$ cat config.mk
export PLATFORM = sky130hd
export DESIGN_NAME = ray_event_decode
export DESIGN_NICKNAME = d
export VERILOG_FILES = /design/src/logic/rt_pkg.sv /design/src/logic/ray_event_decode.sv
export SDC_FILE = /design/constraint.sdc
export NUM_CORES = 1
export LEC_CHECK = 0
export ABC_AREA = 1
export BUFFER_PORTS_ARGS = -buffer_cell sky130_fd_sc_hd__buf_2
export CAP_MARGIN = 0
export CORE_AREA = 8 8 45 47
export CTS_CLUSTER_SIZE = 14
export DETAILED_ROUTE_END_ITERATION = 10
export DIE_AREA = 0 0 53 55
export GPL_ROUTABILITY_DRIVEN = 1
export GPL_TIMING_DRIVEN = 0
export PLACE_DENSITY = 0.65
export SLEW_MARGIN = 0
export SYNTH_ARGS = -nofsm -noshare
export SYNTH_HDL_FRONTEND = slang
export SYNTH_SLANG_ARGS = --single-unit
$ cat constraint.sdc
create_clock -name clk -period 0.8 [get_ports clk]
set_input_delay 0.16 -clock clk [delete_from_list [all_inputs] [get_ports clk]]
set_output_delay 0.16 -clock clk [all_outputs]
set_load 0.02 [all_outputs]
$ cat src/logic/rt_pkg.sv
`default_nettype none

package rt_pkg;

  // Ray and table sizing
  localparam int ray_id_w = 9;
  localparam int num_rays = 512;
  localparam logic [ray_id_w-1:0] last_ray_id = ray_id_w'(num_rays - 1);

  // Payload widths
  localparam int tri_id_w = 16;
  localparam int bounce_w = 4;

  // Result queue toward the shading cache
  localparam int out_fifo_depth = 4;
  localparam int fifo_ptr_w = $clog2(out_fifo_depth);
  localparam int fifo_cnt_w = $clog2(out_fifo_depth + 1);

  // Event kind, encoded as {is_shadow, is_miss}
  typedef enum logic [1:0] {
    ev_hit            = 2'b00,
    ev_miss           = 2'b01,
    ev_shadow_blocked = 2'b10,
    ev_shadow_lit     = 2'b11
  } ray_event_e;

  // Execute stage sequencing after reset
  typedef enum logic {
    st_clear = 1'b0,
    st_run   = 1'b1
  } exec_state_e;

endpackage

`default_nettype wire

$ cat src/logic/ray_event_decode.sv
`timescale 1ns/100ps
`default_nettype none

module ray_event_decode (
  input  logic                        clk,
  input  logic                        rst_n,
  input  logic                        event_valid,
  input  logic [rt_pkg::ray_id_w-1:0] event_ray_id,
  input  logic                        event_is_shadow,
  input  logic                        event_is_miss,
  output logic                        event_stall,
  output logic                        dec_valid,
  output logic [rt_pkg::ray_id_w-1:0] dec_ray_id,
  output rt_pkg::ray_event_e          dec_kind,
  input  logic                        exec_stall
);

  rt_pkg::ray_event_e kind;

  always_comb begin
    case ({event_is_shadow, event_is_miss})
      2'b00:   kind = rt_pkg::ev_hit;
      2'b01:   kind = rt_pkg::ev_miss;
      2'b11:   kind = rt_pkg::ev_shadow_lit;
      default: kind = rt_pkg::ev_shadow_blocked;
    endcase
  end

  // Execute also stalls through its clear sweep while this stage is empty,
  // so the source is held off for the whole sweep
  assign event_stall = exec_stall;

  always_ff @(posedge clk or negedge rst_n) begin
    if (!rst_n) begin
      dec_valid <= 1'b0;
    end else if (!exec_stall) begin
      dec_valid <= event_valid;
    end
  end

  always_ff @(posedge clk) begin
    if (!exec_stall && event_valid) begin
      dec_ray_id <= event_ray_id;
      dec_kind   <= kind;
    end
  end

endmodule

`default_nettype wire

After elaboration in Yosys (flattened, before gate mapping)
Cells that the tools add are included.

operators by class
  muxes and demuxes = 1
  reduce and logical (&&, ||, !) cells = 3
  equal/unequal tests = 2

operators by type and width
  operator            number
  $pmux 2 s3          1
  $eq 2x1->1 const B  1
  $eq 2x2->1 const B  1
  $logic_not 2->1     1
  $logic_and 1x1->1   1
  $logic_not 1->1     1

storage, ports and cells
  word-level logic and storage cells = 9
  register bits = 12
  output and inout port bits = 13
  bits of input ports = 15

Depth between registers and ports, before layout
Gate-level depths: netlist (run 1).

  word-level depth = 2
  depth in mapped cells = 3

Least setup slack after synthesis (run 1)
No wires, ideal clock.

  path kind = input -> register
  from = in exec_stall
  to = reg dec_kind[0], enable pin
  setup time = 339 ps
  arrival time = 492 ps
  required time = 461 ps
  path slack = -31 ps
  stages = 3
  cell sequence = inv_1 > nand2_2 > inv_1

on the way
  longest elaborated chain between the ends = 2

ends and longest elaborated chain
  what                    RTL line                RTL
  start: declaration      ray_event_decode.sv:15  input logic exec_stall
  $logic_not 1->1         ray_event_decode.sv:42  if (!exec_stall && event_valid) begin
  $logic_and 1x1->1       ray_event_decode.sv:42
  end signal: assignment  ray_event_decode.sv:44  dec_kind <= kind;
  end: declaration        ray_event_decode.sv:14  output rt_pkg::ray_event_e dec_kind,

No other way between the ends.
A chain may end at the register's enable or synchronous reset.

Final worst setup path (run 1)
  from = reg dec_ray_id[8] (netlist bit)
  to = out dec_ray_id[8] (netlist bit)

RTL lines
  what                      RTL line                RTL
  start: declaration        ray_event_decode.sv:13  output logic [rt_pkg::ray_id_w-1:0] dec_ray_id,
  start signal: assignment  ray_event_decode.sv:43  dec_ray_id <= event_ray_id;

No word-level cell between the ends.

==> reports/results.env, run 1 <==
INITIAL_UTILIZATION=0.285
CRIT_FANOUT=1
LAYOUT_SETUP_WS_NS=-0.163
POST-ROUTE-PERIOD-UTIL=1.20
CRITICAL_PATH_BUF_INV_COUNT=1
DIE-AREA_SQ_MM=0.00292
TIMING.CRITICAL_PATH.SLOWEST_CELL_DELAY_NS=0.39
GLOBALROUTETOTALUTIL=0.0644
CTS_NUM_SINKS=12
NETLIST_INSTANCES=20
POSTSYNTHNETCOUNT=35
UNREPAIRED_SETUP_ENDPOINTS_AFTER_GLOBAL_ROUTING='yes'
NUM-FILL-CELLS=125
CORE_REGION_AREA_SQ_MM=0.00138
CLOCK_LATENCY_NS=0.26
POWER.IR.VDD_WORST_uV=1200
ANTENNA-DIODE-COUNT=0
LARGEST_BUFFER_COUNT_ON_ANY_CLOCK_PATH=2
WIRE_PER_INST_MICRONS=13.9
SLEW_VIOL_FINAL=0
PLACE.PORT_BUFFERS=25
TOP_LEVEL_PORTS=28
HOLDCRITSTARTPOINT='event_ray_id[1]'
SYNTH_COMMON_CELLS='sky130_fd_sc_hd__edfxtp_1 (11), sky130_fd_sc_hd__clkbuf_1 (2), sky130_fd_sc_hd__inv_1 (2), sky130_fd_sc_hd__nand2_2 (2)'
SYNTHESIS.AREA_SQ_UM=394
NETLIST.TOP_CELL.BY_AREA='sky130_fd_sc_hd__edfxtp_1'
YOSYS_REGISTER_BITS=12
DOMINANT_CELL_BY_COUNT_IN_THE_SYNTHESIZED_NETLIST='sky130_fd_sc_hd__edfxtp_1'
FINAL_ANTENNA_NET_COUNT=0
DESIGN_AREA_SQ_UM=656
SYNTH_SEQ_AREA_SHARE=0.902
POWER.TOTAL_W=0.00134
CTSROOTBUFFERMASTER='sky130_fd_sc_hd__clkbuf_4'
FINAL_LAYOUT_SIZE_SUFFIX_GT1_FRAC=0.647
POST_DRT_VIA_CELL_RATIO=4.19
TIMING.HOLD.WORST.CLASS='in -> reg'
WORST_SETUP_PATH_END_KIND='output pin'
CTS_BUFFERS=3
VIAS=281
YOSYS.CELL_TYPES.COUNT=7
SYNTH-MAIN-FF-CELL='sky130_fd_sc_hd__edfxtp_1'
FINAL_ROUTED_WIRELENGTH_ACROSS_ALL_METAL_LAYERS_MICRONS=934
MULTI_INPUT_AREA_SQ_UM=16.3
SYNTH.TOP_CELLS.BY_AREA='sky130_fd_sc_hd__edfxtp_1 (84%), sky130_fd_sc_hd__dfrtp_1 (6.3%), sky130_fd_sc_hd__nand2_2 (3.2%)'
DRT_ITER0_MARKERS=4
CRIT_ARRIVAL_NS=0.80
FINAL_PERIOD_MINUS_WORST_SETUP_SLACK_NS=0.963
DETAIL_ROUTE.FIRST_PASS.ITERATIONS=4
WORST_SETUP_PATH_STARTPOINT='dec_ray_id[8]$_DFFE_PP_'
DRCVIOLATIONCOUNT=0
P_LEAK_nW=0.283
DIE_W_MICRONS=53
SETUP.REG_TO_REG.WORST_SLACK_NS=0.04
TIGHTEST_SLEW_NS=0.223
SYNTH_LARGEST_TYPE_AREA_FRACTION=0.838
KIND_OF_CRITICAL_PATH='reg -> out'
WORST_PATH_MAX_DELAY_CELL='sky130_fd_sc_hd__edfxtp_1'
POWER_PER_CELL_AREA_mW_PER_MM2=2050
VIOLATIONS='setup timing'
FINAL-SEQ-AREA_SQ_UM=355
GRT_MAX_DEGREE=12
MAX_FREQ_GHz=1.04
CRITICAL_PATH.REG2REG.STARTPOINT='dec_valid$_DFFE_PN0N_'
FINAL.SETUP.TNS_NS=-1.83
RUN_STATUS='finished with violations'
HOLD_VIOL_FINAL=0
GRT_REMAINING_OVERFLOW=0
MAX_CAP_VIOLATIONS=0
NUMBER_OF_ANTENNA_VIOLATIONS_AT_THE_FIRST_CHECK_IN_GLOBAL_ROUTING=0
CTS-HTREE-LEVELS=1
AREA_DELTA_SYNTH_FINAL_PCT=66.3
VIAS_IN_THE_FIRST_GLOBAL_ROUTE=308
WORST_SETUP_HOLD_PATH_CLK_SLEW_NS=0.07
MAX_SLEW_MARGIN=0.851
TIMING.CRITICAL_PATH.MAX_DELAY_FAMILY='flip-flops'
CRITICAL_PATH_REQUIRED_NS=0.64
SYNTH-WARNING-COUNT=0
PLACE_CONGESTION=0.731
SYNTH-EDFF-COUNT=11
FIN_WORST_SKEW_NS=0
TIMING.FINAL.SETUP_VIOLATIONS=12
CRITICAL_PATH.CELL_CHAIN='buf_6'
AVGSYNTHCELLAREA_SQ_UM=19.7
GLOBAL_ROUTE_WIRE_LENGTH_BEFORE_REPAIR_MM=1.28
ASYNC_SR_FLOP_FRACTION=0.0833
CRITICAL_PATH.STARTPOINT_TYPE='flop'
FINAL_NET_COUNT=67
PLACED_CELL_AREA_SQ_UM=543
STD_CELL_ROWS=14
CLOCK_TREE_FROM_TRITONCTS='yes'
DIEHEIGHT_MICRONS=55
[power by group]
part	leakage, nW	switching [W]	internal [W]
Sequential	0.115	0.0000188	0.000733
Combinational	0.152	0.000105	0.000110
Clock	0.0150	0.000185	0.000193
[path summary, 6_finish.rpt]
check | end | cells after the start
max reg2reg | dec_valid$_DFFE_PN0N_ | 3
min | dec_ray_id[1]$_DFFE_PP_ | 1
max | dec_ray_id[8] | 1
min in group asynchronous | dec_valid$_DFFE_PN0N_ | 2
min reg2reg | dec_valid$_DFFE_PN0N_ | 3
max in group asynchronous | dec_valid$_DFFE_PN0N_ | 2
[metrics by stage]
step | worst slack [ns] | hold slack, ns | instances | utilization
2_1_floorplan | 0.0549 | -0.136 | 20 | -
3_3_place_gp | -0.127 | -0.0647 | 61 | 0.392
3_5_place_dp | -0.136 | -0.0651 | 61 | 0.392
4_1_cts | -0.184 | 0.0497 | 66 | 0.432
5_1_grt | -0.199 | 0.0486 | 67 | 0.474
6_report | -0.163 | 0.0630 | 67 | 0.474
[cell usage in the layout, fill, tap and decap left out]
| cell | synthesis | layout |
|---|---|---|
| sky130_fd_sc_hd__clkinvlp_4 | 0 | 1 |
| sky130_fd_sc_hd__buf_4 | 1 | 2 |
| sky130_fd_sc_hd__buf_6 | 0 | 11 |
| sky130_fd_sc_hd__clkbuf_1 | 2 | 3 |
| sky130_fd_sc_hd__buf_2 | 0 | 14 |
| sky130_fd_sc_hd__nand2_2 | 2 | 2 |
| sky130_fd_sc_hd__nand2_1 | 1 | 1 |
| sky130_fd_sc_hd__inv_1 | 2 | 1 |
| sky130_fd_sc_hd__clkbuf_4 | 0 | 3 |
| sky130_fd_sc_hd__dfrtp_1 | 1 | 1 |
| sky130_fd_sc_hd__dlygate4sd3_1 | 0 | 1 |
| sky130_fd_sc_hd__edfxtp_1 | 11 | 11 |
[kinds of logic (layout without fill, tap and decap cells)]
logic type / count (synthesis) / in the layout / share of synthesized area
and+or+nand+nor: 3 / 3 / 0.0413
buffers and inverters: 5 / 36 / 0.0572
DFF: 12 / 12 / 0.902
[layer usage]
metal | global-route usage | wire length, microns
met5 | 0 | 0
met4 | 0.0259 | 0
met3 | 0.0749 | 236
met2 | 0.0664 | 293
met1 | 0.0762 | 404
[timing repair]
action	in CTS	in global routing
buffers inserted	0	1
hold buffers	1	0
resized for setup	6	16
gates cloned	0	0
endpoints found under the hold margin	1	0
setup endpoints to repair	12	12
[layout make-up]
type,instances,area share
tap,16,0.0305
buffer,3,0.0229
timing repair buffer,27,0.323
multi-input combinational,3,0.0248
sequential,12,0.542
inverter,2,0.0172
clock buffer,4,0.0401
[state kept, by name (all words and copies together) (netlist names)]
name and flops:
dec_valid 1, dec_kind 2, dec_ray_id 9
Power figures use the tool's default switching activity.
==> run 2, diff against run 1 <==
Settings changed: REMOVE_ABC_BUFFERS set to 1.
==> run 2 against run 1 <==
  * The run still ends with setup timing left
  * Worst setup slack worse by 0.0075 ns
  * Largest cell class unchanged
  * Total power is 1.6% lower
  * Critical path depth stayed put
  * Sequential share of layout area is 2.0 points higher
==> reports/results.env, run 2 (synthesis gave the netlist of run 1 again) <==
AREA_DELTA_SYNTH_FINAL_PCT=60.3  # was 66.3%
VIAS=249  # was 281
FINAL_LAYOUT_SIZE_SUFFIX_GT1_FRAC=0.680  # was 0.647
TIMING.FINAL.SETUP_VIOLATIONS=12  # unchanged
VIOLATIONS='setup timing'  # unchanged
FINAL_PERIOD_MINUS_WORST_SETUP_SLACK_NS=0.970  # was 0.963 ns
WORST_SETUP_HOLD_PATH_CLK_SLEW_NS=0.07  # about the same
WORST_SETUP_PATH_END_KIND='output pin'  # unchanged
WORST_PATH_MAX_DELAY_CELL='sky130_fd_sc_hd__edfxtp_1'  # unchanged
CTS-HTREE-LEVELS=1  # unchanged
CTSROOTBUFFERMASTER='sky130_fd_sc_hd__clkbuf_4'  # unchanged
GRT_MAX_DEGREE=12  # unchanged
DRCVIOLATIONCOUNT=0  # unchanged
MAX_SLEW_MARGIN=0.851  # about the same
REG_WITH_MOST_FFS='dec_ray_id'  # unchanged
CRIT_FANOUT=1  # unchanged
DETAILEDPLACEMENTHPWL_MICRONS=686
TIMING.CRITICAL_PATH.MAX_DELAY_FAMILY='flip-flops'  # unchanged
POWER_PER_CELL_AREA_mW_PER_MM2=2090  # was 2050 mW/mm^2
VIAS_IN_THE_FIRST_GLOBAL_ROUTE=285  # was 308
CORE_REGION_AREA_SQ_MM=0.00138  # unchanged
TIGHTEST_SLEW_NS=0.224  # was 0.223 ns
CRITICAL_PATH_BUF_INV_COUNT=1  # unchanged
UNREPAIRED_SETUP_ENDPOINTS_AFTER_GLOBAL_ROUTING='yes'  # unchanged
LAYOUT_COMMONEST_CELL='sky130_fd_sc_hd__buf_2'  # unchanged
RUN_STATUS='finished with violations'  # unchanged
POWER.TOTAL_W=0.00132  # was 0.00134 W
CTS_BUFFERS=3  # unchanged
GRT_REMAINING_OVERFLOW=0  # unchanged
GLOBALROUTETOTALUTIL=0.0621  # was 0.0644
POST-ROUTE-PERIOD-UTIL=1.21  # was 1.20
CTS_NUM_SINKS=12  # unchanged
CRITICAL_PATH_REQUIRED_NS=0.64  # about the same
LARGEST_BUFFER_COUNT_ON_ANY_CLOCK_PATH=2  # unchanged
FIN_WORST_SKEW_NS=0  # unchanged
CRIT_ARRIVAL_NS=0.81  # was 0.80 ns
NUMBER_OF_ANTENNA_VIOLATIONS_AT_THE_FIRST_CHECK_IN_GLOBAL_ROUTING=0  # unchanged
DIEHEIGHT_MICRONS=55  # unchanged
FINAL_ROUTED_WIRELENGTH_ACROSS_ALL_METAL_LAYERS_MICRONS=818  # was 934 microns
WIRE_PER_INST_MICRONS=12.4  # was 13.9 microns
DRT_ITER0_MARKERS=2  # was 4
GLOBAL_ROUTE_WIRE_LENGTH_BEFORE_REPAIR_MM=1.23  # was 1.28 mm
KIND_OF_CRITICAL_PATH='reg -> out'  # unchanged
DETAIL_ROUTE.FIRST_PASS.ITERATIONS=3  # was 4
ANTENNA-DIODE-COUNT=0  # unchanged
LARGESTREGISTERS='dec_ray_id (9), dec_kind (2), dec_valid (1)'  # unchanged
POSTLAYOUTCOREUTIL=0.457  # was 0.474
POWER.IR.VDD_WORST_uV=931  # was 1200 uV
PLACE_CONGESTION=0.671  # was 0.731
STD_CELL_ROWS=14  # unchanged
POST_DRT_VIA_CELL_RATIO=3.77  # was 4.19
TIMING.HOLD.WORST.CLASS='in -> reg'  # unchanged
TIMING.CRITICAL_PATH.SLOWEST_CELL_DELAY_NS=0.40  # was 0.39 ns
FINAL_ANTENNA_NET_COUNT=0  # unchanged
CRITICAL_PATH.CELL_CHAIN='buf_6'  # unchanged
LARGEST_REGISTER_FFS=9  # unchanged
CRITICAL_PATH.STARTPOINT_TYPE='flop'  # unchanged
CLOCK_LATENCY_NS=0.26  # about the same
PLACE.PORT_BUFFERS=27  # was 25
TOP_LEVEL_PORTS=28  # unchanged
FINAL_NET_COUNT=66  # was 67
LAYOUT.CELLS.MOST_COMMON_LIST='sky130_fd_sc_hd__buf_2 (19), sky130_fd_sc_hd__edfxtp_1 (11), sky130_fd_sc_hd__buf_6 (8), sky130_fd_sc_hd__clkbuf_4 (3), sky130_fd_sc_hd__nand2_2 (2)'  # was sky130_fd_sc_hd__buf_2 (14), sky130_fd_sc_hd__edfxtp_1 (11), sky130_fd_sc_hd__buf_6 (11), sky130_fd_sc_hd__clkbuf_1 (3), sky130_fd_sc_hd__clkbuf_4 (3)
INITIAL_UTILIZATION=0.285  # unchanged
SLEW_VIOL_FINAL=0  # unchanged
DIE_W_MICRONS=53  # unchanged
P_LEAK_nW=0.277  # was 0.283 nW
MAX_CAP_VIOLATIONS=0  # unchanged
MAX_FREQ_GHz=1.03  # was 1.04 GHz
CLOCK_TREE_FROM_TRITONCTS='yes'  # unchanged
LAYOUT_SETUP_WS_NS=-0.170  # was -0.163 ns
DIE-AREA_SQ_MM=0.00292  # unchanged
HOLD_VIOL_FINAL=0  # unchanged
==> run 2: cell types whose count changed in the layout (fill, tap and decap cells not counted) <==
cell,change
sky130_fd_sc_hd__buf_2,+5
sky130_fd_sc_hd__buf_6,-3
sky130_fd_sc_hd__clkbuf_1,-2
sky130_fd_sc_hd__buf_4,-1
==> run 2: routing by layer <==
metal | track usage | vias to the layer above | part of all wire
met2 | 0.107 | 14 | 0.56
met4 | 0.0517 | 0 | 0
met3 | 0.0401 | 0 | 0.14
met1 | 0.0475 | 107 | 0.29
li1 | - | 128 | -
met5 | 0 | - | 0
==> run 2: worst paths after layout <==
path	endpoint	slack, ns	cells past startpoint	from
setup / recovery	dec_ray_id[3]	-0.17	1	dec_ray_id[3]$_DFFE_PP_
hold / removal	dec_kind[1]$_DFFE_PP_	0.07	1	event_is_shadow
setup reg to reg	dec_valid$_DFFE_PN0N_	0.04	3	dec_valid$_DFFE_PN0N_
hold reg to reg	dec_valid$_DFFE_PN0N_	0.63	3	dec_valid$_DFFE_PN0N_
max in group asynchronous	dec_valid$_DFFE_PN0N_	0.52	2	rst_n
min in group asynchronous	dec_valid$_DFFE_PN0N_	0.19	2	rst_n
==> run 2: layout make-up <==
type / instances / area, sq um
Multi-Input combinational cell: 3 / 16.3
Tap cell: 16 / 20.0
Timing Repair Buffer: 29 / 203
Inverter: 2 / 11.3
Fill cell: 123 / 752
Clock buffer: 4 / 26.3
Sequential cell: 12 / 355
==> run 2: power by group <==
part           total, W  switching, W  internal [W]
Combinational  0.000197      0.000100     0.0000970
Clock          0.000376      0.000183      0.000193
Sequential     0.000749     0.0000167      0.000732
==> run 2: repair_timing <==
action | 4_1_cts | 5_1_grt
endpoints found under the hold margin | 1 | 0
hold buffers | 1 | 0
buffers inserted | 1 | 0
endpoints found under the setup margin | 12 | 23
gates resized for setup | 8 | 9
==> run 2: through the flow <==
stage	hold WS (ns)	std cells	area [sq um]	setup TNS [ns]	worst slack [ns]
2_1_floorplan	-0.136	17	379	-0.341	-0.0310
3_3_place_gp	-0.0646	60	534	-2.57	-0.234
3_5_place_dp	-0.0647	60	534	-2.80	-0.255
4_1_cts	0.0620	66	603	-1.85	-0.175
5_1_grt	0.0446	66	632	-2.23	-0.213
6_report	0.0693	66	632	-1.76	-0.170
==> run 2: worst reg2reg max path: cells and delay by family (launching register included) <==
kind | cells | cell delay (ns)
AND/OR/NAND/NOR | 2 | 0.12
buffers and inverters | 1 | 0.14
flip-flops | 1 | 0.40
==> run 3, diff against run 2 <==
Settings changed: CTS_BUF_LIST set to sky130_fd_sc_hd__clkbuf_4.
==> run 3 against run 2 <==
  * The flow still finishes with violations (setup timing)
  * Clock power is 9.0% higher
  * Non-clock buffer count stayed put
  * Wire length stayed put
  * Die area stayed put
  * Final area up 0.59%
  * Via count unchanged
  * Clock skew is the same
  * Utilization is 0.27 points higher
  * Critical path type unchanged
  * Highest routed layer unchanged
==> reports/results.env, run 3 (synthesis gave the netlist of run 1 again) <==
RUN_STATUS='finished with violations'  # unchanged
VIOLATIONS='setup timing'  # unchanged
MAX_CAP_VIOLATIONS=0  # unchanged
DRCVIOLATIONCOUNT=0  # unchanged
FINAL_ROUTED_WIRELENGTH_ACROSS_ALL_METAL_LAYERS_MICRONS=818  # unchanged
PLACE_CONGESTION=0.671  # unchanged
HOLD_DEPTH=1  # unchanged
DETAILEDPLACEMENTHPWL_MICRONS=686  # unchanged
FINAL_LAYOUT_SIZE_SUFFIX_GT1_FRAC=0.700  # was 0.680
POWER.IR.VDD_WORST_uV=931  # about the same
GRT_REMAINING_OVERFLOW=0  # unchanged
CRIT_ARRIVAL_NS=0.81  # about the same
PLACED_CELL_AREA_SQ_UM=534  # unchanged
P_LEAK_nW=0.281  # was 0.277 nW
PLACE.PORT_BUFFERS=27  # unchanged
FINAL_ANTENNA_NET_COUNT=0  # unchanged
CRITICAL_PATH_REQUIRED_NS=0.64  # about the same
SHARE_CLK_OF_TOTAL_POWER=0.302  # was 0.284
TIMING.FINAL.SETUP_VIOLATIONS=12  # unchanged
CELL_INTERNAL_PWR_W=0.00106  # was 0.00102 W
POWER_PER_CELL_AREA_mW_PER_MM2=2130  # was 2090 mW/mm^2
LARGESTREGISTERS='dec_ray_id (9), dec_kind (2), dec_valid (1)'  # unchanged
MULTI_INPUT_AREA_SQ_UM=16.3  # unchanged
DP_SLACK_NS=-0.255  # unchanged
GLOBALROUTETOTALUTIL=0.0621  # unchanged
SLEW_VIOL_FINAL=0  # unchanged
WORST_SETUP_PATH_END_KIND='output pin'  # unchanged
FIN_WORST_SKEW_NS=0  # unchanged
CRIT_FANOUT=1  # unchanged
CRITICAL_PATH.REG2REG.STARTPOINT='dec_valid$_DFFE_PN0N_'  # unchanged
TIMING.REG2REG.WORST_PATH_DEPTH=3  # unchanged
DIEHEIGHT_MICRONS=55  # unchanged
REG_WITH_MOST_FFS='dec_ray_id'  # unchanged
LAYOUT_COMMONEST_CELL='sky130_fd_sc_hd__buf_2'  # unchanged
HOLD_VIOL_FINAL=0  # unchanged
TIMING.CRITICAL_PATH.SLOWEST_CELL_DELAY_NS=0.40  # about the same
LARGEST_REGISTER_FFS=9  # unchanged
CRITICAL_PATH.STARTPOINT_TYPE='flop'  # unchanged
MAX_SLEW_MARGIN=0.851  # unchanged
DRT_ITER0_MARKERS=2  # unchanged
DESIGN_AREA_SQ_UM=636  # was 632 sq um
CLOCK_LATENCY_NS=0.26  # about the same
NUM-FILL-CELLS=123  # unchanged
NUMBER_OF_ANTENNA_VIOLATIONS_AT_THE_FIRST_CHECK_IN_GLOBAL_ROUTING=0  # unchanged
CTS-HTREE-LEVELS=1  # unchanged
GRT_MAX_DEGREE=12  # unchanged
LAYOUT.CELLS.MOST_COMMON_LIST='sky130_fd_sc_hd__buf_2 (19), sky130_fd_sc_hd__edfxtp_1 (11), sky130_fd_sc_hd__buf_6 (8), sky130_fd_sc_hd__clkbuf_4 (4), sky130_fd_sc_hd__nand2_2 (2)'  # was sky130_fd_sc_hd__buf_2 (19), sky130_fd_sc_hd__edfxtp_1 (11), sky130_fd_sc_hd__buf_6 (8), sky130_fd_sc_hd__clkbuf_4 (3), sky130_fd_sc_hd__nand2_2 (2)
POST-ROUTE-PERIOD-UTIL=1.21  # about the same
INITIAL_UTILIZATION=0.285  # unchanged
CTSROOTBUFFERMASTER='sky130_fd_sc_hd__clkbuf_4'  # unchanged
COMBINATIONALPOWERSHARE=0.145  # was 0.149
CTS_BUFFERS=3  # unchanged
TOP_LEVEL_PORTS=28  # unchanged
TIMING.CRITICAL_PATH.MAX_DELAY_FAMILY='flip-flops'  # unchanged
AREA_DELTA_SYNTH_FINAL_PCT=61.3  # was 60.3%
ANTENNA-DIODE-COUNT=0  # unchanged
VIAS=249  # unchanged
WIRE_PER_INST_MICRONS=12.4  # unchanged
CRITICAL_PATH.REG2REG.ENDPOINT='dec_valid$_DFFE_PN0N_'  # unchanged
CTS_NUM_SINKS=12  # unchanged
CLOCK_TREE_FROM_TRITONCTS='yes'  # unchanged
TIGHTEST_SLEW_NS=0.224  # unchanged
KIND_OF_CRITICAL_PATH='reg -> out'  # unchanged
CRITICAL_PATH_BUF_INV_COUNT=1  # unchanged
FINAL_PERIOD_MINUS_WORST_SETUP_SLACK_NS=0.971  # was 0.970 ns
CRITICAL_PATH.CELL_CHAIN='buf_6'  # unchanged
POST_DRT_VIA_CELL_RATIO=3.77  # unchanged
FINAL-SEQ-AREA_SQ_UM=355  # unchanged
WORST_SETUP_HOLD_PATH_CLK_SLEW_NS=0.07  # about the same
P_SW_FRAC=0.222  # was 0.227
MAX_FREQ_GHz=1.03  # about the same
HOLDCRITSTARTPOINT='event_is_shadow'  # unchanged
DIE_W_MICRONS=53  # unchanged
POWER.SWITCHING_W=0.000301  # was 0.000300 W
CORE_REGION_AREA_SQ_MM=0.00138  # unchanged
LAYOUT_SETUP_WS_NS=-0.171  # was -0.170 ns
WORST_PATH_MAX_DELAY_CELL='sky130_fd_sc_hd__edfxtp_1'  # unchanged
VIAS_IN_THE_FIRST_GLOBAL_ROUTE=285  # unchanged
FINAL_NET_COUNT=66  # unchanged
GLOBAL_ROUTE_WIRE_LENGTH_BEFORE_REPAIR_MM=1.23  # unchanged
LARGEST_BUFFER_COUNT_ON_ANY_CLOCK_PATH=2  # unchanged
SETUP.REG_TO_REG.WORST_SLACK_NS=0.04  # about the same
DETAIL_ROUTE.FIRST_PASS.ITERATIONS=3  # unchanged
HOLD_END='dec_kind[1]$_DFFE_PP_'  # unchanged
STD_CELL_ROWS=14  # unchanged
POWER.TOTAL_W=0.00136  # was 0.00132 W
DIE-AREA_SQ_MM=0.00292  # unchanged
UNREPAIRED_SETUP_ENDPOINTS_AFTER_GLOBAL_ROUTING='yes'  # unchanged
POWER.SEQUENTIAL.FRACTION=0.552  # was 0.567
TIMING.HOLD.WORST.CLASS='in -> reg'  # unchanged
## run 3: cell counts in the layout (fill, tap and decap cells not counted)
No cell type changed its count.
## run 3: final cells by class
type,instances,share of cell area
repair buffers,29,0.319
multi-input cells,3,0.0256
well taps,16,0.0315
inverters,2,0.0177
flip-flops and latches,12,0.559
clock buffers,4,0.0472
## run 3: metal layers
layer / up-vias / global-route usage / wire (microns)
met5: - / 0 / 0
met4: 0 / 0.0517 / 0
met3: 0 / 0.0401 / 117
met2: 14 / 0.107 / 458
met1: 107 / 0.0475 / 242
li1: 128 / - / -
## run 3: power by group through the flow
stage	logic [W]	registers [W]	clock network, W
final	0.000197	0.000749	0.000410
after global routing	0.000211	0.000753	0.000462
after CTS	0.000182	0.000746	0.000416
after detailed placement	0.000156	0.000757	0
after global placement	0.000154	0.000754	0
after floorplan	0.0000160	0.000813	0
## run 3: repair_timing
item | 4_1_cts | 5_1_grt
endpoints found under the hold margin | 1 | 0
setup endpoints to repair | 12 | 23
hold buffers | 1 | 0
gates resized for setup | 8 | 9
buffers inserted | 1 | 0
## run 3: metrics by stage
| stage | std cells | util | hold slack [ns] | setup TNS, ns |
|---|---|---|---|---|
| 6_report | 66 | 0.459 | 0.0691 | -1.76 |
| 5_1_grt | 66 | 0.459 | 0.0446 | -2.24 |
| 4_1_cts | 66 | 0.439 | 0.0619 | -1.85 |
| 3_5_place_dp | 60 | 0.386 | -0.0647 | -2.80 |
| 3_3_place_gp | 60 | 0.386 | -0.0646 | -2.57 |
| 2_1_floorplan | 17 | - | -0.136 | -0.341 |
## run 3: how the worst max path moves through the flow
stage | from | endpoint | cells after the start
after floorplan | exec_stall | dec_kind[0]$_DFFE_PP_ | 3
after global placement | exec_stall | dec_kind[1]$_DFFE_PP_ | 4
after detailed placement | exec_stall | dec_kind[1]$_DFFE_PP_ | 4
after CTS | dec_ray_id[3]$_DFFE_PP_ | dec_ray_id[3] | 1
after global routing | dec_kind[0]$_DFFE_PP_ | dec_kind[0] | 1
final | dec_ray_id[3]$_DFFE_PP_ | dec_ray_id[3] | 1
