==> src/logic/rt_pkg.sv <==
`default_nettype none

package rt_pkg;

  // Ray and table sizing
  localparam int ray_id_w = 9;
  localparam int num_rays = 512;
  localparam logic [ray_id_w-1:0] last_ray_id = ray_id_w'(num_rays - 1);

  // Payload widths
  localparam int tri_id_w = 16;
  localparam int bounce_w = 4;

  // Result queue toward the shading cache
  localparam int out_fifo_depth = 4;
  localparam int fifo_ptr_w = $clog2(out_fifo_depth);
  localparam int fifo_cnt_w = $clog2(out_fifo_depth + 1);

  // Event kind, encoded as {is_shadow, is_miss}
  typedef enum logic [1:0] {
    ev_hit            = 2'b00,
    ev_miss           = 2'b01,
    ev_shadow_blocked = 2'b10,
    ev_shadow_lit     = 2'b11
  } ray_event_e;

  // Execute stage sequencing after reset
  typedef enum logic {
    st_clear = 1'b0,
    st_run   = 1'b1
  } exec_state_e;

endpackage

`default_nettype wire

==> src/logic/scache_out_fifo.sv <==
`timescale 1ns/100ps
`default_nettype none

module scache_out_fifo (
  input  logic                        clk,
  input  logic                        rst_n,
  input  logic                        res_valid,
  input  logic [rt_pkg::ray_id_w-1:0] res_ray_id,
  input  logic [rt_pkg::tri_id_w-1:0] res_tri_id,
  input  logic                        res_is_shadow,
  input  logic                        res_is_miss,
  input  logic                        res_is_last,
  output logic                        res_full,
  output logic                        scache_valid,
  output logic [rt_pkg::ray_id_w-1:0] scache_ray_id,
  output logic [rt_pkg::tri_id_w-1:0] scache_tri_id,
  output logic                        scache_is_shadow,
  output logic                        scache_is_miss,
  output logic                        scache_is_last,
  input  logic                        scache_stall
);

  logic [rt_pkg::ray_id_w-1:0] ray_mem [rt_pkg::out_fifo_depth];
  logic [rt_pkg::tri_id_w-1:0] tri_mem [rt_pkg::out_fifo_depth];
  logic [2:0] flag_mem [rt_pkg::out_fifo_depth];

  logic [rt_pkg::fifo_ptr_w-1:0] wr_ptr;
  logic [rt_pkg::fifo_ptr_w-1:0] rd_ptr;
  logic [rt_pkg::fifo_cnt_w-1:0] count;
  logic push;
  logic pop;

  // Execute holds its write stage, and with it every in-flight record, while
  // this is high. Pops are left out so the stall never reaches upstream
  // combinationally from the shading cache
  assign res_full = (count == rt_pkg::fifo_cnt_w'(rt_pkg::out_fifo_depth));

  assign push = res_valid;
  assign pop  = scache_valid && !scache_stall;

  always_ff @(posedge clk or negedge rst_n) begin
    if (!rst_n) begin
      wr_ptr <= '0;
      rd_ptr <= '0;
      count  <= '0;
    end else begin
      if (push) begin
        wr_ptr <= (wr_ptr == rt_pkg::fifo_ptr_w'(rt_pkg::out_fifo_depth - 1)) ? '0 : wr_ptr + 1'b1;
      end
      if (pop) begin
        rd_ptr <= (rd_ptr == rt_pkg::fifo_ptr_w'(rt_pkg::out_fifo_depth - 1)) ? '0 : rd_ptr + 1'b1;
      end
      if (push && !pop) begin
        count <= count + 1'b1;
      end else if (pop && !push) begin
        count <= count - 1'b1;
      end
    end
  end

  always_ff @(posedge clk) begin
    if (push) begin
      ray_mem[wr_ptr]  <= res_ray_id;
      tri_mem[wr_ptr]  <= res_tri_id;
      flag_mem[wr_ptr] <= {res_is_shadow, res_is_miss, res_is_last};
    end
  end

  // Head entry stays put until it is taken
  assign scache_valid     = (count != '0);
  assign scache_ray_id    = ray_mem[rd_ptr];
  assign scache_tri_id    = tri_mem[rd_ptr];
  assign scache_is_shadow = flag_mem[rd_ptr][2];
  assign scache_is_miss   = flag_mem[rd_ptr][1];
  assign scache_is_last   = flag_mem[rd_ptr][0];

endmodule

`default_nettype wire

==> config.mk <==
export PLATFORM = sky130hd
export DESIGN_NAME = scache_out_fifo
export DESIGN_NICKNAME = d
export VERILOG_FILES = /design/src/logic/rt_pkg.sv /design/src/logic/scache_out_fifo.sv
export SDC_FILE = /design/constraint.sdc
export NUM_CORES = 1
export LEC_CHECK = 0
export BUFFER_PORTS_ARGS = -buffer_cell sky130_fd_sc_hd__buf_4
export CORE_MARGIN = 4
export CORE_UTILIZATION = 53
export CTS_BUF_LIST = sky130_fd_sc_hd__clkbuf_2
export DETAILED_ROUTE_END_ITERATION = 8
export PLACE_DENSITY = 0.87
export SYNTH_ARGS = -nofsm -noshare
export SYNTH_HDL_FRONTEND = slang
export SYNTH_SLANG_ARGS = --single-unit
==> constraint.sdc <==
create_clock -name clk -period 2 [get_ports clk]
set_clock_uncertainty 0.2 [all_clocks]
set_input_delay 0.1 -clock clk [delete_from_list [all_inputs] [get_ports clk]]
set_output_delay 0.1 -clock clk [all_outputs]
set_load 0.01 [all_outputs]
* Word level (Yosys, flattened, before mapping) *
Memory sizes are Yosys's and may differ from the RTL's.
Index checks and enable logic that the tools add are counted.

storage, ports and cells
  flip-flop bits (word level) = 7
  latch bits = 0
  memory bits (writable) = 112
  ROM bits = 0
  word-level logic and storage cells = 27
  memories = 3

memory list
  name      words  bits a word  read ports  clocked after Yosys merged registers in  write ports  line                   RTL
  tri_mem   4      16           1           0                                        1            scache_out_fifo.sv:24  logic [rt_pkg::tri_id_w-1:0] tri_mem [rt_pkg::out_fifo_depth];
  ray_mem   4      9            1           0                                        1            scache_out_fifo.sv:23  logic [rt_pkg::ray_id_w-1:0] ray_mem [rt_pkg::out_fifo_depth];
  flag_mem  4      3            1           0                                        1            scache_out_fifo.sv:25  logic [2:0] flag_mem [rt_pkg::out_fifo_depth];

cells by class
  $add $sub $neg = 4
  multipliers = 0
  div/mod/pow operators = 0
  order comparisons = 0
  equal/unequal tests = 3
  shift-type cells = 0
  muxes and demuxes = 6
  bitwise logic cells = 0
  reductions and logical operators = 8

operators by type and width
  cell                   number
  $mux W3                2
  $add A2 B1 Y2 const B  2
  $eq A2 B2 Y1 const B   2
  $mux W2                2
  $add A3 B1 Y3 const B  1
  $eq A3 B3 Y1 const B   1
  $logic_and A1 B1 Y1    3
  $logic_not A1 Y1       3
  $reduce_bool A3 Y1     1
  $sub A3 B1 Y3 const B  1
  $mux W1                2
  $reduce_bool A2 Y1     1

* Longest topological paths before layout *
Gate-level depths: netlist (run 1).

  depth after elaboration = 5
  mapped depth = 9
  depth with buffers taken out = 9

* Least setup slack after synthesis (run 1) *
Ideal clock, no wire load.

  kind = reg-to-reg
  start point = register count[0] (netlist name)
  end point = register count[2] (netlist name)
  arrival = 1969 ps
  data required time = 1721 ps
  setup slack = -248 ps
  stages on the path, launching flop included = 10
  buffers on the path = 0
  period minus slack after synthesis = 2248 ps
  cells stage by stage = dfrtp_1 or3_4 nor2b_4 inv_1 ha_1 inv_1 fa_1 xor2_1 nor2_1 xor2_1

between the ends
  cells in the longest elaborated chain, start to end = 5
  elaborated cells between the ends (all ways) = 10

RTL lines
  what                                                  line                   RTL
  start, declared                                       scache_out_fifo.sv:29  logic [rt_pkg::fifo_cnt_w-1:0] count;
  start signal, assigned                                scache_out_fifo.sv:54  count <= count + 1'b1;
  start signal, assigned                                scache_out_fifo.sv:56  count <= count - 1'b1;
  $reduce_bool A3 Y1 *                                  scache_out_fifo.sv:70  assign scache_valid = (count != '0);
  named net scache_valid                                scache_out_fifo.sv:14  output logic scache_valid,
  $logic_and A1 B1 Y1 *                                 scache_out_fifo.sv:39  assign pop = scache_valid && !scache_stall;
  $logic_not A1 Y1                                      scache_out_fifo.sv:53  if (push && !pop) begin
  $logic_and A1 B1 Y1                                   scache_out_fifo.sv:53
  $mux W3 / $reduce_bool A2 Y1 (equally long branches)  --

The timed path passes the listed nets; every way through them passes the cells marked *. The select of a mux whose other input is x is not followed.
A chain may end at the register's enable or synchronous reset.

* Worst setup path in the final report (run 1) *
  start point = register rd_ptr[0] (netlist name)
  end point = output port scache_tri_id[3] (netlist name)

between the ends
  cells in the longest elaborated chain, start to end = 1

RTL lines
  what                    line                   RTL
  start, declared         scache_out_fifo.sv:28  logic [rt_pkg::fifo_ptr_w-1:0] rd_ptr;
  start signal, assigned  scache_out_fifo.sv:51  rd_ptr <= (rd_ptr == rt_pkg::fifo_ptr_w'(rt_pkg::out_fifo_depth - 1)) ? '0 : rd_ptr + 1'b1;
  $mem_v2 Z4 W16          --
  end, declared           scache_out_fifo.sv:16  output logic [rt_pkg::tri_id_w-1:0] scache_tri_id,

Every way passes these cells.

==> qor.log, run 1 <==
INFO  status         status=complete, but fails checks
INFO  status         failed_checks=setup timing
INFO  die            start_util=54.33%
INFO  routing        drt_first_pass_iters=4
INFO  worst_setup_path worstSetupStartpointType=flip-flop
INFO  yosys          netlist_instances=184
INFO  sta            period_utilization_post_route=114.7%
INFO  layout         final_layout_size_suffix_gt1_share=43.84%
INFO  routing        num_vias=2,367
INFO  placement      placed_area=0.005209sqmm
INFO  sta            fmax=435.8MHz
INFO  sta            final_hold_viol_count=0
INFO  worst_setup_path cp_data_required_time=1700ps
INFO  grt            grt_usage=18.62%
INFO  clocking       cts.reportedPaths.clkPinSlew=190ps
INFO  yosys          yosysWarnings=0
INFO  clocking       clk_root_buffer_cell=clkbuf_2
INFO  sta            timing.slew.headroom=50.98%
INFO  worst_setup_path worst_r2r_path_depth=9
INFO  routing        routed_antenna_nets=0
INFO  die            core_area=0.008217sqmm
INFO  worst_setup_path endpoint_kind=output port
INFO  sta            setup_total_negative_slack=-7629ps
INFO  layout         num-fill-cells=436
INFO  yosys          synth_edf_count=112
INFO  grt            antenna_violations_before_repair=0
INFO  layout         diodes=0
INFO  yosys          post-synth-top-area-fraction=75.34%
INFO  power          peakVddDrop=0.8871mV
INFO  routing        wirelength=8.320mm
INFO  sta            slew_violations=0
INFO  routing        drc_errors_left=0
INFO  yosys          synth-seq-cells=119
INFO  grt            vias_in_the_first_global_route=2,601
INFO  placement      place.gp.congestion=0.6813
INFO  worst_hold_path hold_path.class=in -> async
INFO  worst_setup_path cp_data_arrival_time=1990ps
INFO  clocking       clkSinkCount=119
INFO  yosys          seq_area_frac_synth=79.26%
INFO  sta            post-route-min-period=2295ps
INFO  clocking       cts_inserted_buffers=17
INFO  yosys          synth.most_common_cell=edfxtp_1
INFO  die            io_pins=62
INFO  yosys          netlist_area=0.004464sqmm
INFO  worst_setup_path worstPathMaxFanout=20
INFO  sta            grt_setup_unrepaired=true
INFO  yosys          post_synth.cell_area_avg=24.26squm
INFO  power          total_power=7772uW
INFO  yosys          ys_top_cells_by_count=edfxtp_1, mux4_2, dfrtp_1
INFO  yosys          synth.top_cells.by_area=edfxtp_1, mux4_2, dfrtp_1
INFO  die            die_area=0.009955sqmm
INFO  worst_setup_path timing_worst_setup_path_type=reg -> out
INFO  clocking       clock_latency_of_the_later_clocked_register_in_the_worst_skew_pair=640ps
INFO  yosys          synth_fp_nets=223
INFO  placement      placement.io_buffers=61
INFO  yosys          ys.flop_type=edfxtp_1
INFO  clocking       tritoncts=yes
INFO  die            chipHeight=99.78um
INFO  sta            setup_viol=30
INFO  routing        drt-vias-per-instance=5.214
INFO  grt            globalRoute.totalOverflow=0
INFO  sta            worst_pin_slew=735.3ps
INFO  layout         finalInstanceArea=0.006163sqmm
INFO  routing        drt_iter0_drc=121
INFO  grt            grt_max_degree=29
INFO  grt            grt_pass1_wl=13.54mm
INFO  layout         area.growth.synth_to_final=38.06%
INFO  clocking       cts_max_level=4
INFO  yosys          yosys.cell_types.count=20
INFO  layout         utilization=75.01%
INFO  yosys          yosys.area.top_type=edfxtp_1
INFO  die            rows=33
INFO  power          total_leakage_power=0.002247uW
INFO  power          power_density=1261mW/mm^2
INFO  sta            finalWorstSetupSlack=-294.8ps
INFO  clocking       max-clock-path-buffers=2
INFO  yosys          ys_async_sr_fraction=5.882%
INFO  layout         finalNetCount=375
INFO  run            drv.max_cap_violation_count=0
INFO  routing        routedWlPerCell=18.33um
INFO  die            die_w=99.78um
[worst max-delay path, stage by stage (launching register included)]
cell,delay [ps]
dfrtp_2,440
buf_12,210
mux4_2,560
buf_6,140
[through the flow]
stage	hold slack (ps)	cells	setup WS (ps)
floorplan	-395.6	184	-183.2
global placement	-286.9	359	-124.4
detailed placement	-276.0	359	-173.5
CTS	16.28	452	-361.3
global route	158.2	454	-433.0
finish	214.1	454	-294.8
[worst paths after layout]
check / start / end / slack, ps
setup / recovery: rd_ptr[0]$_DFFE_PN0P_ / scache_tri_id[3] / -290
hold / removal: rst_n / wr_ptr[1]$_DFFE_PN0P_ / 210
setup reg to reg: count[1]$_DFFE_PN0P_ / count[2]$_DFFE_PN0P_ / -150
hold reg to reg: count[2]$_DFFE_PN0P_ / count[2]$_DFFE_PN0P_ / 380
max in group asynchronous: rst_n / rd_ptr[0]$_DFFE_PN0P_ / 1100
min in group clk: scache_stall / count[0]$_DFFE_PN0P_ / 220
[routing by layer]
layer | global-route usage [%] | vias to the layer above | part of all wire [%]
met5 | 0 | - | 0
met4 | 5.672 | 0 | 1.0
met3 | 5.837 | 12 | 4.6
met2 | 32.02 | 62 | 54
met1 | 22.71 | 1214 | 40
li1 | - | 1079 | -
[where the power goes]
part           internal [uW]  switching [uW]
clock network            474             962
logic                   1710            1290
registers               3210             135
total                   5390            2380
[cells by family after synthesis]
group	after synthesis	synth area share, %
compound gates	2	0.2242
xor+xnor	3	0.5887
fa+ha+maj	7	2.130
buf+inv	10	1.037
flops	119	79.26
mux	31	15.05
simple gates	12	1.710
[state kept, by name, indices dropped and copies added, names as in the netlist]
| signal | flops |
|---|---|
| tri_mem | 64 |
| flag_mem | 12 |
| count | 3 |
| wr_ptr | 2 |
| rd_ptr | 2 |
| ray_mem | 36 |
[cell type report]
cell class	instances	area [sq um]	area share (%)
well taps	105	131.4	2.132
repair buffers	139	1345	21.82
inverters	4	15.01	0.2436
clock buffers	17	85.08	1.380
clock inverters	15	142.6	2.314
multi-input cells	55	904.6	14.68
flip-flops and latches	119	3540	57.43
[cell usage in the layout (no fill, tap or decap), types with 2 or more instances in the layout]
cell type	n
and2_2	4
buf_12	5
buf_4	50
buf_6	23
clkbuf_2	17
clkinv_2	2
clkinv_4	4
clkinvlp_4	2
dfrtp_1	6
dlygate4sd3_1	61
edfxtp_1	112
ha_1	5
inv_1	2
inv_2	2
inv_6	6
mux2_4	2
mux4_2	28
nand2_1	2
nor2_1	3
o21ai_0	2
xor2_1	2
[what timing repair did]
item | 4_1_cts | 5_1_grt
buffers inserted | 1 | 1
hold endpoints to repair | 179 | 1
hold buffers | 60 | 1
resized for setup | 26 | 0
gates cloned | 0 | 0
endpoints found under the setup margin | 32 | 31
pin swaps | 3 | 0
No activity file was read; power rests on OpenSTA's default activity.
==> run 2: changes to the inputs <==
--- a/config.mk
+++ b/config.mk
@@ -7,10 +7,10 @@
 export LEC_CHECK = 0
 export BUFFER_PORTS_ARGS = -buffer_cell sky130_fd_sc_hd__buf_4
 export CORE_MARGIN = 4
-export CORE_UTILIZATION = 53
+export CORE_UTILIZATION = 45
 export CTS_BUF_LIST = sky130_fd_sc_hd__clkbuf_2
 export DETAILED_ROUTE_END_ITERATION = 8
-export PLACE_DENSITY = 0.87
+export PLACE_DENSITY = 0.75
 export SYNTH_ARGS = -nofsm -noshare
 export SYNTH_HDL_FRONTEND = slang
 export SYNTH_SLANG_ARGS = --single-unit
==> constraint.sdc (replaced) <==
create_clock -name clk -period 2.3 [get_ports clk]
set_clock_uncertainty 0.2 [all_clocks]
set_input_delay 0.115 -clock clk [delete_from_list [all_inputs] [get_ports clk]]
set_output_delay 0.115 -clock clk [all_outputs]
set_load 0.01 [all_outputs]
==> run 2 against run 1 <==
Hold slack worse by 130 ps. Highest routed layer unchanged. Design area up 2.1%. Non-clock buffer count up 3. The flow still finishes with violations (setup timing).
==> qor.log, run 2 (synthesis gave the netlist of run 1 again) <==
INFO  routing        num_vias=2,316 [-2.2%]
INFO  clocking       cts_inserted_buffers=17 [unchanged]
INFO  power          peakVddDrop=0.5947mV [-33%]
INFO  sta            worst_pin_slew=399.1ps [-336.2 ps]
INFO  power          p_clk_share=20.4% [+1.9 points]
INFO  worst_setup_path worstSetupStartpointType=flip-flop
INFO  routing        drt_iter0_drc=58 [-52%]
INFO  die            rows=36 [+9.1%]
INFO  sta            post-route-min-period=2301ps
INFO  layout         num-fill-cells=693 [+59%]
INFO  worst_setup_path worst-r2r-setup-slack=90ps [+240 ps]
INFO  layout         utilization=64.65% [-10 points]
INFO  power          power.share.combinational=38.9% [+0.4 points]
INFO  layout         finalInstanceArea=0.006290sqmm [+2.1%]
INFO  grt            grt_pass1_wl=13.41mm [-1.0%]
INFO  power          power.switching_fraction=28.51% [-2.1 points]
INFO  sta            period_utilization_post_route=100.1%
INFO  placement      placed_area=0.005184sqmm [-0.48%]
INFO  clocking       cts_max_level=4 [unchanged]
INFO  die            start_util=45.88% [-8.4 points]
INFO  clocking       max-clock-path-buffers=2 [unchanged]
INFO  power          total_leakage_power=0.002287uW [+1.8%]
INFO  layout         mostFrequentLayoutCell=edfxtp_1
INFO  layout         area.growth.synth_to_final=40.89%
INFO  power          p_sw=2027uW [-15%]
INFO  sta            slew_violations=0 [unchanged]
INFO  placement      detailed_placement_wirelength_estimate=4.683mm
INFO  routing        drc_errors_left=0 [unchanged]
INFO  layout         diodes=0 [unchanged]
INFO  clocking       clkSinkCount=119 [unchanged]
INFO  worst_setup_path worstPathMaxFanout=8 [-60%]
INFO  clocking       cts.reportedPaths.clkPinSlew=170ps [-20 ps]
INFO  layout         mostFrequentLayoutCells=edfxtp_1, dlygate4sd3_1, buf_4
INFO  layout         final_layout_size_suffix_gt1_share=42.61% [-1.2 points]
INFO  sta            fmax=434.6MHz
INFO  clocking       clock_latency_of_the_later_clocked_register_in_the_worst_skew_pair=610ps [-30 ps]
INFO  routing        wirelength=8.620mm [+3.6%]
INFO  worst_setup_path endpoint_kind=output port
INFO  layout         area.sequential=0.003540sqmm [unchanged]
INFO  power          internal_power=5082uW [-5.7%]
INFO  run            drv.max_cap_violation_count=0 [unchanged]
INFO  clocking       tritoncts=yes
INFO  routing        routed_antenna_nets=0 [unchanged]
INFO  grt            vias_in_the_first_global_route=2,539 [-2.4%]
INFO  die            chipHeight=107.6um [+7.8%]
INFO  routing        routedWlPerCell=17.77um [-3.0%]
INFO  sta            grt_setup_unrepaired=true
INFO  grt            grt_usage=16.08% [-2.5 points]
INFO  clocking       clk_root_buffer_cell=clkbuf_2
INFO  layout         largest_reg_flops=64 [unchanged]
INFO  sta            finalWorstSetupSlack=-1.176ps [+293.6 ps]
INFO  worst_setup_path timing_worst_setup_path_type=reg -> out
INFO  routing        drt_first_pass_iters=4 [unchanged]
INFO  die            die_area=0.01158sqmm [+16%]
INFO  routing        drt-vias-per-instance=4.775 [-8.4%]
INFO  worst_hold_path hold_path.class=in -> reg
INFO  status         failed_checks=setup timing
INFO  die            die_w=107.6um [+7.8%]
INFO  sta            final_hold_viol_count=0 [unchanged]
INFO  layout         top_regs=tri_mem: 64 flops, ray_mem: 36 flops, flag_mem: 12 flops
INFO  die            io_pins=62 [unchanged]
INFO  layout         final_cell_count_no_fill=485 [+6.8%]
INFO  placement      placement.io_buffers=61 [unchanged]
INFO  power          total_power=7110uW [-8.5%]
INFO  grt            grt_max_degree=29 [unchanged]
INFO  layout         largest-register=tri_mem
INFO  status         status=complete, but fails checks
INFO  layout         finalNetCount=378 [+0.80%]
INFO  sta            timing.slew.headroom=73.39% [+22 points]
INFO  power          power_density=1130mW/mm^2 [-10%]
INFO  die            core_area=0.009729sqmm [+18%]
INFO  placement      place.gp.congestion=0.7509 [+10%]
INFO  layout         multiInputGateArea=899.6squm [-0.55%]
INFO  grt            antenna_violations_before_repair=0 [unchanged]
INFO  placement      dp.cells=383 [+6.7%]
INFO  grt            globalRoute.totalOverflow=0 [unchanged]
INFO  sta            setup_viol=1 [-97%]
INFO  worst_setup_path cp_data_arrival_time=1990ps [about the same]
INFO  worst_setup_path cp_data_required_time=1990ps [+290 ps]
INFO  power          seq_pwr_share=40.6% [-2.4 points]
-- run 2: cell types whose count changed in the layout (fill, tap and decap cells not counted), moves of 3 or more --
cell,previous run,this run
inv_6,6,1
bufinv_16,1,4
clkinv_1,0,3
clkinv_4,4,1
-- run 2: power groups by stage --
| stage | logic, uW | clock network (uW) | registers [uW] |
|---|---|---|---|
| floorplan | 1310 | 0 | 2930 |
| global placement | 2250 | 0 | 2920 |
| detailed placement | 2290 | 0 | 2940 |
| CTS | 2630 | 1490 | 2890 |
| global route | 2970 | 1630 | 2920 |
| finish | 2770 | 1450 | 2890 |
-- run 2: routing by layer --
| layer | wire length, um | vias up | global-route usage [%] | share of wire [%] |
|---|---|---|---|---|
| li1 | - | 1079 | - | - |
| met1 | 3514 | 1167 | 18.93 | 41 |
| met2 | 4634 | 61 | 27.75 | 54 |
| met3 | 393 | 9 | 5.519 | 4.6 |
| met4 | 77 | 0 | 5.140 | 0.89 |
| met5 | 0 | - | 0 | 0 |
-- run 2: worst max-delay path: stages, from the launching register on --
cell and delay, ps:
dfrtp_2 420, buf_4 120, buf_12 130, mux4_2 550, buf_6 150
-- run 2: final cells by class --
type	count	share of cell area, %
Tap cell	133	2.646
Multi-Input combinational cell	55	14.30
Inverter	4	0.2387
Clock inverter	14	2.884
Timing Repair Buffer	142	22.22
Clock buffer	18	1.432
Sequential cell	119	56.28
-- run 2: timing repair --
action | 4_1_cts | 5_1_grt
resized for setup | 11 | 17
setup endpoints to repair | 29 | 29
endpoints found under the hold margin | 201 | 11
pin swaps | 2 | 2
setup buffers | 2 | 2
cloned | 2 | 1
hold buffers | 60 | 3
-- run 2: path summary, 6_finish.rpt --
path,from,endpoint,depth (start not counted)
max reg2reg,count[1]$_DFFE_PN0P_,count[2]$_DFFE_PN0P_,9
min,res_valid,wr_ptr[0]$_DFFE_PN0P_,3
min in group asynchronous,rst_n,count[1]$_DFFE_PN0P_,3
max,rd_ptr[0]$_DFFE_PN0P_,scache_tri_id[14],4
max in group asynchronous,rst_n,rd_ptr[1]$_DFFE_PN0P_,3
min reg2reg,count[2]$_DFFE_PN0P_,count[2]$_DFFE_PN0P_,1
-- run 2: per-stage QoR --
step | TNS (ps) | setup WS (ps) | hold WS, ps
floorplan | 0 | 51.87 | -380.6
global placement | 0 | 94.82 | -266.3
detailed placement | 0 | 34.24 | -264.5
CTS | -1606 | -80.85 | 6.877
global route | -3431 | -144.4 | 27.44
finish | -1.176 | -1.176 | 87.94
==> run 3: changes to the inputs <==
--- a/config.mk
+++ b/config.mk
@@ -6,11 +6,12 @@
 export NUM_CORES = 1
 export LEC_CHECK = 0
 export BUFFER_PORTS_ARGS = -buffer_cell sky130_fd_sc_hd__buf_4
-export CORE_MARGIN = 4
+export CORE_MARGIN = 2
 export CORE_UTILIZATION = 45
 export CTS_BUF_LIST = sky130_fd_sc_hd__clkbuf_2
 export DETAILED_ROUTE_END_ITERATION = 8
-export PLACE_DENSITY = 0.75
+export PLACE_DENSITY = 0.64
 export SYNTH_ARGS = -nofsm -noshare
 export SYNTH_HDL_FRONTEND = slang
 export SYNTH_SLANG_ARGS = --single-unit
+export TNS_END_PERCENT = 100
==> run 3 against run 2 <==
The run now ends clean. Wire length fell by 7.8%. Non-clock buffer count fell by 1. Design area shrank 0.40%. Register-to-register slack hardly changed. Sequential power about the same. Critical path type unchanged.
==> qor.log, run 3 (synthesis gave the netlist of run 1 again) <==
INFO  sta            final_hold_viol_count=0 [unchanged]
INFO  clocking       clk_root_buffer_cell=clkbuf_2
INFO  sta            post-route-min-period=2270ps [-31.33 ps]
INFO  sta            slew_violations=0 [unchanged]
INFO  worst_setup_path r2r_end=count[2]$_DFFE_PN0P_
INFO  power          power_density=1149mW/mm^2 [+1.7%]
INFO  die            die_w=103.6um [-3.7%]
INFO  placement      place.gp.congestion=0.6681 [-11%]
INFO  worst_setup_path worstPathMaxFanout=21 [+13]
INFO  layout         utilization=64.69% [about the same]
INFO  layout         top_regs=tri_mem: 64 flops, ray_mem: 36 flops, flag_mem: 12 flops
INFO  worst_hold_path timing.hold.worst_endpoint=tri_mem[0][15]$_DFFE_PP_
INFO  sta            timing.slew.headroom=73.93% [+0.53 points]
INFO  clocking       cts_inserted_buffers=17 [unchanged]
INFO  layout         finalNetCount=377 [-0.26%]
INFO  power          total_power=7200uW [+1.3%]
INFO  routing        drt-vias-per-instance=4.773 [about the same]
INFO  worst_setup_path cp_data_arrival_time=1950ps [-40 ps]
INFO  placement      detailed_placement_wirelength_estimate=4.685mm [about the same]
INFO  power          peakVddDrop=0.6974mV [+17%]
INFO  die            die_area=0.01073sqmm [-7.3%]
INFO  routing        drc_errors_left=0 [unchanged]
INFO  routing        routedWlPerCell=16.43um [-7.6%]
INFO  sta            fmax=440.6MHz [+1.4%]
INFO  worst_hold_path hold_path.class=in -> reg
INFO  sta            grt_setup_unrepaired=true
INFO  grt            grt_pass1_wl=12.45mm [-7.2%]
INFO  clocking       tritoncts=yes
INFO  grt            grt_max_degree=23 [-21%]
INFO  die            io_pins=62 [unchanged]
INFO  grt            globalRoute.totalOverflow=0 [unchanged]
INFO  clocking       clkSinkCount=119 [unchanged]
INFO  grt            grt_usage=15.45% [-0.63 points]
INFO  die            chipHeight=103.6um [-3.7%]
INFO  routing        wirelength=7.950mm [-7.8%]
INFO  worst_hold_path hold_startpoint=res_tri_id[15]
INFO  sta            worst_pin_slew=391.1ps [-8.025 ps]
INFO  layout         mostFrequentLayoutCells=edfxtp_1, dlygate4sd3_1, buf_4
INFO  layout         largest_reg_flops=64 [unchanged]
INFO  die            rows=36 [unchanged]
INFO  status         status=finished, final reports clean
INFO  routing        drt_first_pass_iters=4 [unchanged]
INFO  worst_setup_path endpoint_kind=output port
INFO  worst_setup_path timing_worst_setup_path_type=reg -> out
INFO  placement      placement.io_buffers=61 [unchanged]
INFO  worst_setup_path crit-reg2reg-launch=count[0]$_DFFE_PN0P_
INFO  layout         area.growth.synth_to_final=40.33%
INFO  die            start_util=46.10% [+0.21 points]
INFO  routing        routed_antenna_nets=0 [unchanged]
INFO  run            drv.max_cap_violation_count=0 [unchanged]
INFO  grt            vias_in_the_first_global_route=2,415 [-4.9%]
INFO  worst_setup_path worst_r2r_path_depth=9 [unchanged]
INFO  layout         largest-register=tri_mem
INFO  routing        drt_iter0_drc=130 [+120%]
INFO  routing        num_vias=2,310 [-0.26%]
INFO  layout         mostFrequentLayoutCell=edfxtp_1
INFO  sta            setup_viol=0 [-1]
INFO  clocking       cts.reportedPaths.clkPinSlew=160ps [about the same]
INFO  clocking       cts_max_level=4 [unchanged]
INFO  layout         num-fill-cells=664 [-4.2%]
INFO  clocking       clock_latency_of_the_later_clocked_register_in_the_worst_skew_pair=600ps [about the same]
INFO  layout         diodes=0 [unchanged]
INFO  worst_setup_path cp_data_required_time=1990ps [about the same]
INFO  grt            antenna_violations_before_repair=0 [unchanged]
INFO  worst_setup_path worst-r2r-setup-slack=100ps [about the same]
INFO  power          total_leakage_power=0.002296uW [+0.40%]
INFO  die            core_area=0.009684sqmm [-0.46%]
INFO  clocking       max-clock-path-buffers=2 [unchanged]
INFO  worst_setup_path worstSetupStartpointType=flip-flop
INFO  worst_hold_path whs_path_depth=2 [-1]
INFO  sta            period_utilization_post_route=98.69% [-1.4 points]
INFO  layout         final_layout_size_suffix_gt1_share=43.02% [+0.41 points]
[run 3: cell count changes in the layout (fill, tap and decap cells not counted), sizes merged]
cell	change
clkinvlp	-2
dlygate4sd3	-3
clkbuf	-1
inv	-1
clkinv	+1
buf	+3
bufinv	+2
[run 3: repair_timing]
action / in CTS / in global routing
hold buffers: 56 / 4
gates cloned: 0 / 0
endpoints found under the hold margin: 228 / 11
setup buffers: 1 / 6
pin swaps: 0 / 2
gates resized for setup: 22 / 8
setup endpoints to repair: 28 / 30
[run 3: layer usage]
| layer | routed length (um) | global-route usage (%) |
|---|---|---|
| met5 | 0 | 0 |
| met4 | 57 | 4.344 |
| met3 | 290 | 5.853 |
| met2 | 4338 | 26.96 |
| met1 | 3262 | 17.94 |
[run 3: cell type report]
| type | count | area [sq um] | share of cell area, % |
|---|---|---|---|
| multi-input combinational | 55 | 894.6 | 14.28 |
| sequential | 119 | 3541 | 56.52 |
| inverter | 4 | 15.01 | 0.2397 |
| timing repair buffer | 141 | 1328 | 21.19 |
| tap | 133 | 166.4 | 2.656 |
| clock inverter | 14 | 230.2 | 3.675 |
| clock buffer | 18 | 90.09 | 1.438 |
[run 3: how the worst max path moves through the flow]
| stage | cells past startpoint | slack [ps] | end | startpoint |
|---|---|---|---|---|
| after floorplan | 9 | 50 | count[2]$_DFFE_PN0P_ | count[0]$_DFFE_PN0P_ |
| after global placement | 9 | 90 | count[2]$_DFFE_PN0P_ | count[0]$_DFFE_PN0P_ |
| after detailed placement | 9 | 70 | count[2]$_DFFE_PN0P_ | count[0]$_DFFE_PN0P_ |
| after CTS | 3 | -60 | scache_tri_id[15] | rd_ptr[0]$_DFFE_PN0P_ |
| after global routing | 3 | -120 | scache_ray_id[0] | rd_ptr[0]$_DFFE_PN0P_ |
| final | 3 | 30 | scache_tri_id[15] | rd_ptr[0]$_DFFE_PN0P_ |
[run 3: stage by stage]
stage	instances	TNS, ps	hold WS [ps]	area, sq um	setup WS [ps]
after floorplan	184	0	-380.6	4464	51.87
after global placement	385	0	-264.9	5181	85.80
after detailed placement	385	0	-261.8	5181	66.98
after CTS	474	-826.3	1.548	6150	-58.34
after global routing	484	-2575	0.3640	6265	-125.0
final	484	0	68.75	6265	30.15
[run 3: where the power goes]
| part | internal, uW | switching (uW) | leakage [uW] |
|---|---|---|---|
| Sequential | 2790 | 118 | 0.00111 |
| Clock | 930 | 751 | 0.000188 |
| Combinational | 1510 | 1100 | 0.000999 |
| Total | 5230 | 1970 | 0.00230 |
[run 3: critical path, stage by stage, from the launching register on]
cell and delay, ps:
dfrtp_2 430, buf_12 220, mux4_2 550, buf_6 140
